`config.mk`:
```
export PLATFORM = sky130hd
export DESIGN_NAME = corr_top
export DESIGN_NICKNAME = d
export VERILOG_FILES = /design/src/corr_pkg.sv /design/src/corr_accumulate.sv /design/src/corr_ctrl_fsm.sv /design/src/corr_slot_counter.sv /design/src/corr_top.sv /design/src/correlator_block.sv
export VERILOG_INCLUDE_DIRS = /design/src
export SDC_FILE = /design/constraint.sdc
export NUM_CORES = 1
export LEC_CHECK = 0
export BUFFER_PORTS_ARGS = -buffer_cell sky130_fd_sc_hd__buf_2
export CAP_MARGIN = 25
export CORE_UTILIZATION = 40
export DETAILED_ROUTE_END_ITERATION = 8
export SKIP_CTS_REPAIR_TIMING = 1
export SLEW_MARGIN = 20
export SYNTH_ARGS = -nofsm -noshare
export SYNTH_HDL_FRONTEND = slang
export SYNTH_SLANG_ARGS = --single-unit
```
`constraint.sdc`:
```
create_clock -name clk_x -period 4.2 [get_ports clk_x]
set_input_delay 0.21 -clock clk_x [delete_from_list [all_inputs] [get_ports clk_x]]
set_output_delay 0.21 -clock clk_x [all_outputs]
set_load 0.1 [all_outputs]
```
`src/corr_consts.svh`:
```
`ifndef CORR_CONSTS_SVH
`define CORR_CONSTS_SVH

// ----------------------------------------
// Array size and accumulator geometry
// ----------------------------------------
`define CORR_ANTENNAS    24
`define CORR_ACCUM_BITS  8

// One slot per antenna pair
`define CORR_SLOTS       12
`define CORR_SLOT_BITS   4

// ----------------------------------------
// Pair table, 10 bits per slot, slot 0 in the low bits
// ----------------------------------------
// Each entry is {b, a} as two 5-bit antenna indices
// Slots 11..0 are (21,23) (17,20) (15,16) (13,14) (11,12) (9,10)
// (7,8) (5,6) (3,4) (1,2) (0,2) (0,1)
`define CORR_PAIRS {5'd23, 5'd21, 5'd20, 5'd17, 5'd16, 5'd15, 5'd14, 5'd13, \
                    5'd12, 5'd11, 5'd10, 5'd9,  5'd8,  5'd7,  5'd6,  5'd5,  \
                    5'd4,  5'd3,  5'd2,  5'd1,  5'd2,  5'd0,  5'd1,  5'd0}

`endif

```
`src/corr_pkg.sv`:
```
`include "corr_consts.svh"

package corr_pkg;

   // ----------------------------------------
   // Plain vector types
   // ----------------------------------------
   // One sign bit per antenna
   typedef logic [`CORR_ANTENNAS-1:0] ant_vec_t;

   // Slot index within a sweep
   typedef logic [`CORR_SLOT_BITS-1:0] slot_t;

   // One cos or sin accumulator
   typedef logic [`CORR_ACCUM_BITS-1:0] accum_t;

   // Antenna index into ant_vec_t
   typedef logic [$clog2(`CORR_ANTENNAS)-1:0] ant_idx_t;

   // ----------------------------------------
   // Grouped signals
   // ----------------------------------------
   // Real and imaginary sign bits of one sample strobe
   typedef struct packed {
      ant_vec_t re;
      ant_vec_t im;
   } sample_t;

   // Visibility word, sin in the upper half
   typedef struct packed {
      accum_t sin;
      accum_t cos;
   } vis_t;

   // One pair table entry, b above a
   typedef struct packed {
      ant_idx_t b;
      ant_idx_t a;
   } pair_t;

   // Controller states
   typedef enum logic {
      IDLE,
      SWEEP
   } ctrl_state_t;

endpackage

```
`src/corr_accumulate.sv`:
```
`include "corr_consts.svh"

module corr_accumulate (
   input  logic             clk_x,
   input  logic             rst,
   input  logic             go,
   input  logic             clr,
   input  logic             ar,
   input  logic             br,
   input  logic             bi,
   input  corr_pkg::accum_t dcos,
   input  corr_pkg::accum_t dsin,
   output corr_pkg::accum_t qcos,
   output corr_pkg::accum_t qsin,
   output logic             overflow_cos,
   output logic             overflow_sin
);
   import corr_pkg::*;

   localparam int AW = `CORR_ACCUM_BITS;

   logic          go_q;
   logic          clr_q;
   logic          match_cos;
   logic          match_sin;
   accum_t        base_cos;
   accum_t        base_sin;
   logic [AW:0]   sum_cos;
   logic [AW:0]   sum_sin;

   // ----------------------------------------
   // Operand stage
   // ----------------------------------------
   always_ff @(posedge clk_x) begin
      if (rst) begin
         go_q  <= 1'b0;
         clr_q <= 1'b0;
      end else begin
         go_q  <= go;
         clr_q <= clr;
      end
   end

   always_ff @(posedge clk_x) begin
      if (go) begin
         // Sign bits agree
         match_cos <= ~(ar ^ br);
         match_sin <= ~(ar ^ bi);
         // Zero input restarts the pair after a bank switch
         base_cos  <= clr ? '0 : dcos;
         base_sin  <= clr ? '0 : dsin;
      end
   end

   // Extra bit catches the carry out
   assign sum_cos = {1'b0, base_cos} + match_cos;
   assign sum_sin = {1'b0, base_sin} + match_sin;

   // ----------------------------------------
   // Sum stage
   // ----------------------------------------
   always_ff @(posedge clk_x) begin
      if (go_q) begin
         qcos <= sum_cos[AW-1:0];
         qsin <= sum_sin[AW-1:0];
      end
   end

   // Sticky until a clearing sweep
   always_ff @(posedge clk_x) begin
      if (rst) begin
         overflow_cos <= 1'b0;
         overflow_sin <= 1'b0;
      end else if (go_q && clr_q) begin
         overflow_cos <= 1'b0;
         overflow_sin <= 1'b0;
      end else if (go_q) begin
         if (sum_cos[AW]) begin
            overflow_cos <= 1'b1;
         end
         if (sum_sin[AW]) begin
            overflow_sin <= 1'b1;
         end
      end
   end

endmodule

```
`src/corr_ctrl_fsm.sv`:
```
module corr_ctrl_fsm (
   input  logic              clk_x,
   input  logic              rst,
   input  logic              sample_strb,
   input  corr_pkg::sample_t sample_in,
   input  logic              bank_sw,
   input  logic              sweep_done,
   output logic              sweep_start,
   output logic              sweep_clr,
   output corr_pkg::sample_t held_sample,
   output logic              missed
);
   import corr_pkg::*;

   ctrl_state_t state;
   ctrl_state_t state_next;
   logic        clr_pending;
   logic        accept;

   // Strobe is taken when idle, or on the last slot of a running sweep
   assign accept = sample_strb && ((state == IDLE) || sweep_done);

   // ----------------------------------------
   // Next state
   // ----------------------------------------
   always_comb begin
      state_next = state;
      case (state)
         IDLE: begin
            if (accept) begin
               state_next = SWEEP;
            end
         end
         SWEEP: begin
            // Back-to-back strobe keeps the machine in SWEEP
            if (sweep_done && !accept) begin
               state_next = IDLE;
            end
         end
         default: state_next = IDLE;
      endcase
   end

   // ----------------------------------------
   // Control registers
   // ----------------------------------------
   always_ff @(posedge clk_x) begin
      if (rst) begin
         state       <= IDLE;
         sweep_start <= 1'b0;
         sweep_clr   <= 1'b0;
         clr_pending <= 1'b0;
         missed      <= 1'b0;
      end else begin
         state       <= state_next;
         sweep_start <= accept;
         if (accept) begin
            // Switch pulse in the same cycle joins this sweep
            sweep_clr   <= clr_pending | bank_sw;
            clr_pending <= 1'b0;
         end else begin
            // Clear level ends with its sweep
            if (sweep_done) begin
               sweep_clr <= 1'b0;
            end
            if (bank_sw) begin
               clr_pending <= 1'b1;
            end
         end
         // Sticky, strobe dropped mid-sweep
         if (sample_strb && !accept) begin
            missed <= 1'b1;
         end
      end
   end

   // Sample bits held for the whole sweep
   always_ff @(posedge clk_x) begin
      if (accept) begin
         held_sample <= sample_in;
      end
   end

endmodule

```
`src/corr_slot_counter.sv`:
```
`include "corr_consts.svh"

module corr_slot_counter (
   input  logic            clk_x,
   input  logic            rst,
   input  logic            sweep_start,
   output corr_pkg::slot_t rd_slot,
   output logic            slot_en,
   output corr_pkg::slot_t wr_slot,
   output logic            sweep_done
);
   import corr_pkg::*;

   localparam slot_t LAST_SLOT = slot_t'(`CORR_SLOTS - 1);

   // First stage of the write address delay
   slot_t rd_slot_q;

   // ----------------------------------------
   // Read slot counter
   // ----------------------------------------
   always_ff @(posedge clk_x) begin
      if (rst) begin
         rd_slot <= '0;
         slot_en <= 1'b0;
      end else if (sweep_start) begin
         rd_slot <= '0;
         slot_en <= 1'b1;
      end else if (slot_en) begin
         if (rd_slot == LAST_SLOT) begin
            // Stop by itself after the last pair
            rd_slot <= '0;
            slot_en <= 1'b0;
         end else begin
            rd_slot <= rd_slot + 1'b1;
         end
      end
   end

   assign sweep_done = slot_en && (rd_slot == LAST_SLOT);

   // Two stages to match read, add, write-back
   always_ff @(posedge clk_x) begin
      if (rst) begin
         rd_slot_q <= '0;
         wr_slot   <= '0;
      end else begin
         rd_slot_q <= rd_slot;
         wr_slot   <= rd_slot_q;
      end
   end

endmodule

```
`src/corr_top.sv`:
```
module corr_top (
   input  logic              clk_x,
   input  logic              rst,
   input  logic              sample_strb,
   input  corr_pkg::sample_t sample_in,
   input  logic              bank_sw,
   output logic              vis_valid,
   output corr_pkg::slot_t   vis_slot,
   output corr_pkg::vis_t    vis,
   output logic              overflow_cos,
   output logic              overflow_sin,
   output logic              missed
);
   import corr_pkg::*;

   // ----------------------------------------
   // Controller to counter and datapath
   // ----------------------------------------
   logic    sweep_start;
   logic    sweep_clr;
   logic    sweep_done;
   sample_t held_sample;

   // Counter to datapath
   logic    slot_en;
   slot_t   rd_slot;
   slot_t   wr_slot;

   corr_ctrl_fsm u_corr_ctrl_fsm (
      .clk_x       (clk_x),
      .rst         (rst),
      .sample_strb (sample_strb),
      .sample_in   (sample_in),
      .bank_sw     (bank_sw),
      .sweep_done  (sweep_done),
      .sweep_start (sweep_start),
      .sweep_clr   (sweep_clr),
      .held_sample (held_sample),
      .missed      (missed)
   );

   corr_slot_counter u_corr_slot_counter (
      .clk_x       (clk_x),
      .rst         (rst),
      .sweep_start (sweep_start),
      .rd_slot     (rd_slot),
      .slot_en     (slot_en),
      .wr_slot     (wr_slot),
      .sweep_done  (sweep_done)
   );

   correlator_block u_correlator_block (
      .clk_x        (clk_x),
      .rst          (rst),
      .held_sample  (held_sample),
      .sweep_clr    (sweep_clr),
      .slot_en      (slot_en),
      .rd_slot      (rd_slot),
      .wr_slot      (wr_slot),
      .vis_valid    (vis_valid),
      .vis_slot     (vis_slot),
      .vis          (vis),
      .overflow_cos (overflow_cos),
      .overflow_sin (overflow_sin)
   );

endmodule

```
`src/correlator_block.sv`:
```
`include "corr_consts.svh"

module correlator_block (
   input  logic              clk_x,
   input  logic              rst,
   input  corr_pkg::sample_t held_sample,
   input  logic              sweep_clr,
   input  logic              slot_en,
   input  corr_pkg::slot_t   rd_slot,
   input  corr_pkg::slot_t   wr_slot,
   output logic              vis_valid,
   output corr_pkg::slot_t   vis_slot,
   output corr_pkg::vis_t    vis,
   output logic              overflow_cos,
   output logic              overflow_sin
);
   import corr_pkg::*;

   localparam int SLOTS     = `CORR_SLOTS;
   localparam int PAIR_BITS = $bits(pair_t);
   localparam logic [SLOTS*PAIR_BITS-1:0] PAIR_TABLE = `CORR_PAIRS;

   // Cos and sin accumulators share one word per slot
   vis_t   acc_ram [0:SLOTS-1];
   vis_t   rd_word;
   pair_t  pair;
   logic   ar;
   logic   br;
   logic   bi;
   logic   slot_en_q;
   accum_t qcos;
   accum_t qsin;

   // ----------------------------------------
   // Pair selection
   // ----------------------------------------
   // Table entry for the slot being read
   assign pair = PAIR_TABLE[rd_slot*PAIR_BITS +: PAIR_BITS];

   // Real bit of a, real and imaginary bits of b
   assign ar = held_sample.re[pair.a];
   assign br = held_sample.re[pair.b];
   assign bi = held_sample.im[pair.b];

   // ----------------------------------------
   // Accumulator RAM
   // ----------------------------------------
   // Asynchronous read in the slot_en cycle
   assign rd_word = acc_ram[rd_slot];

   // Write-back two cycles behind the read
   always_ff @(posedge clk_x) begin
      if (rst) begin
         for (int i = 0; i < SLOTS; i++) begin
            acc_ram[i] <= '0;
         end
      end else if (vis_valid) begin
         acc_ram[wr_slot] <= vis;
      end
   end

   // ----------------------------------------
   // Adders and overflow flags
   // ----------------------------------------
   corr_accumulate u_corr_accumulate (
      .clk_x        (clk_x),
      .rst          (rst),
      .go           (slot_en),
      .clr          (sweep_clr),
      .ar           (ar),
      .br           (br),
      .bi           (bi),
      .dcos         (rd_word.cos),
      .dsin         (rd_word.sin),
      .qcos         (qcos),
      .qsin         (qsin),
      .overflow_cos (overflow_cos),
      .overflow_sin (overflow_sin)
   );

   // ----------------------------------------
   // Valid alignment
   // ----------------------------------------
   // One stage for the operand registers, one for the sums
   always_ff @(posedge clk_x) begin
      if (rst) begin
         slot_en_q <= 1'b0;
         vis_valid <= 1'b0;
      end else begin
         slot_en_q <= slot_en;
         vis_valid <= slot_en_q;
      end
   end

   // Output word is the value being written back
   assign vis      = '{sin: qsin, cos: qcos};
   assign vis_slot = wr_slot;

endmodule

```
==> impl_metrics.yaml <==
timing:
  setup_slack_ns: 1.11
  finalSetupTns_ns: 0
  hold_viol: 0
  drv_slew: 0
  fin_crit_sh_pct: 73.5
  rsz0062_at_grt: "false"
  setup_viol: 0
  skew_ns: 0.0204
  period_minus_slack_ns: 3.09
  slew_headroom_pct: 34.1
  hold_slack_ns: 0.192
  worstMarginPinSlew_ns: 0.988
  fmaxAchievable_ghz: 0.324
worst_setup_path:
  cp_num_buf_inv: 1
  arrival_ns: 3.37
  path_max_fanout: 20
  worstPathCellList: "inv_1 > ha_1 > nor2b_1 > o31ai_4 > nand2_1 > and4_1 > nor4b_1 > a211oi_2 > xnor2_1"
  worst_setup_path_start_kind: "flop"
  slowest_stage: "ha_1"
  cp_top_family: "simple AND/OR/NAND/NOR gates"
  r2r_setup_slack_ns: 1.11
  r2r-end: "u_correlator_block.u_corr_accumulate.match_cos"
  cp.required_ns: 4.49
  critPathMaxStageDelay_ns: 0.58
  r2r_cells: 9
  r2r_start: "u_corr_slot_counter.rd_slot[1]"
  path_class: "reg2reg"
  crit_path_end_kind: "flop"
yosys:
  ys_seq_area_share_pct: 66.4
  syn_inst: 979
  synth_fp_nets: 1043
  synth-async-reset-ratio_pct: 0
  syn_area_mm2: 0.0160
  synth_edf_count: 338
  ys.warnings.count: 0
  avgSynthCellArea_um2: 16.3
  ys_ff_latch: 361
  synth_cell_type_count: 65
  ys.flop_type: "edfxtp_1"
clock_network:
  cts_tree: "done"
  clockBufferDepth: 3
  cts_sinks: 361
  clock_latency_ns: 0.53
  root_buffer: "clkbuf_16"
  numCtsBuffers: 39
  cts.clk_slew.worst_paths_ns: 0.06
  h-tree-depth: 2
global_route:
  antenna_found_initial: 0
  grt_use_total_pct: 17.5
  grt-ovfl-total: 0
  grt_pass1_vias: 8520
  grt_first_pass_wirelength_mm: 53.6
  grt_max_degree: 71
floorplan:
  die_h_um: 202
  io_pins: 76
  core_area_mm2: 0.0390
  die_w_um: 202
  initial_core_util_pct: 41.0
  die_area_mm2: 0.0408
  rows: 72
drt:
  dr.pass1.iters: 5
  drt-total-wl_mm: 35.8
  wire_per_inst_um: 21.7
  via_per_inst: 5.20
  drc: 0
  drt_iter0_drc: 691
  antenna_left: 0
  vias: 8584
placed_design:
  io_buffers: 75
  hpwl_mm: 22.7
  pre_cts_slack_ns: 1.11
  gp_congestion: 0.869
power_and_ir_drop:
  leakage_nw: 6.74
  powerDensity_mw_per_mm2: 433
  ir_drop_mv: 0.279
hold_path:
  whs_path_depth: 3
  min_from: "rst"
  hold_path.class: "in2reg"
  hold_end: "u_corr_slot_counter.rd_slot_q[2]"
run:
  cap_violations: 0
finish:
  fin_nets: 1166
  areaGrowthSynthToFinish_pct: 17.1
  diodes: 0
  layout-drive-gt1-share_pct: 25.2
  finish.utilization_pct: 48.0
status:
  status: "complete, no violations"
[stage by stage]
step	total power, mW	cell area [um^2]	std cells
after global routing	8.35	18700	1650
final	8.10	18700	1650
after global placement	4.59	16900	1528
after detailed placement	4.60	16900	1528
after CTS	8.14	18200	1599
after floorplan	4.46	16000	979
[cells in the final DEF, fill, tap and decap left out, types with 9 or more instances in the layout]
master         synthesis  routed
nand2_1               16      16
dfxtp_1               23      20
buf_4                  3      22
xnor2_1               11      11
edfxtp_1             338     338
nor2b_1               29      29
or2_2                 13      13
buf_2                 14      75
nor3_1                11       9
clkbuf_16              0      41
mux2i_1               32      32
nand3_1               12      12
ha_1                  12      12
mux4_2                80      80
and2_1               192     192
dlygate4sd3_1          0      50
nor2_1                33      30
[layout make-up]
cell class                      count  area (um^2)
Tap cell                          518          648
Timing Repair Buffer              149         1080
Clock buffer                       48         1060
Clock inverter                     23          263
Fill cell                        3268        20300
Multi-Input combinational cell    545         5030
Inverter                            6         22.5
Sequential cell                   361        10600
[synth_stat cells, types with 7 or more instances]
cell,instances,area [um^2]
a21oi_1,8,40.0
and2_1,192,1200
buf_2,14,70.1
buf_6,7,78.8
clkbuf_1,42,158
dfxtp_1,23,460
edfxtp_1,338,10100
ha_1,12,150
mux2_2,7,78.8
mux2i_1,32,320
mux4_2,80,1800
nand2_1,16,60.1
nand3_1,12,60.1
nor2_1,33,124
nor2b_1,29,181
nor3_1,11,55.1
or2_2,13,81.3
xnor2_1,11,96.3
[registers in the layout, summed over array words and instances, names as in the netlist, 4 cells and up]
name and count:
u_corr_slot_counter.wr_slot 4, u_correlator_block.u_corr_accumulate.base_sin 8, u_correlator_block.acc_ram 256, u_correlator_block.u_corr_accumulate.qsin 8, u_corr_ctrl_fsm.held_sample 48, u_corr_slot_counter.rd_slot_q 4
u_correlator_block.u_corr_accumulate.qcos 8, u_corr_slot_counter.rd_slot 4, u_correlator_block.u_corr_accumulate.base_cos 8
[cells by family after synthesis]
| kind of cell | after synthesis | synth area share [%] |
|---|---|---|
| flops | 361 | 66.4 |
| compound gates | 61 | 3.16 |
| mux | 120 | 13.8 |
| buf+inv | 73 | 2.29 |
| fa+ha+maj | 12 | 0.939 |
| xor+xnor | 16 | 0.877 |
| simple gates | 336 | 12.5 |
[per-layer routing]
layer / global-route usage [%] / part of all wire (%) / up-vias
li1: - / - / 3965
met3: 2.97 / 4.6 / 52
met1: 24.2 / 44 / 4378
met2: 28.9 / 49 / 189
met5: 0 / 0 / -
met4: 4.36 / 1.9 / 0
[power breakdown]
| group | switching [mW] | internal [mW] | total, mW |
|---|---|---|---|
| sequential | 0.0712 | 4.04 | 4.12 |
| clock | 1.38 | 2.16 | 3.54 |
| combinational | 0.238 | 0.204 | 0.442 |
| total | 1.69 | 6.41 | 8.10 |
[worst max-delay path by stage]
stage                                    from  cells after the start  slack, ns                                              to
6_report       u_corr_slot_counter.rd_slot[1]                      9       1.11  u_correlator_block.u_corr_accumulate.match_cos
5_1_grt        u_corr_slot_counter.rd_slot[1]                      9       0.91  u_correlator_block.u_corr_accumulate.match_cos
3_5_place_dp   u_corr_slot_counter.rd_slot[1]                      9       1.11  u_correlator_block.u_corr_accumulate.match_cos
3_3_place_gp   u_corr_slot_counter.rd_slot[1]                      9       1.16  u_correlator_block.u_corr_accumulate.match_cos
4_1_cts        u_corr_slot_counter.rd_slot[1]                      9       1.10  u_correlator_block.u_corr_accumulate.match_cos
2_1_floorplan  u_corr_slot_counter.rd_slot[0]                     12       1.22  u_correlator_block.u_corr_accumulate.match_sin
[worst register-to-register path, stage by stage (launching register included)]
cell,delay (ns)
dfxtp_4,0.50
inv_1,0.22
ha_1,0.58
nor2b_1,0.15
o31ai_4,0.43
nand2_1,0.09
and4_1,0.20
nor4b_1,0.43
a211oi_2,0.10
xnor2_1,0.14
Note: power is estimated with default switching activity, not from simulation.
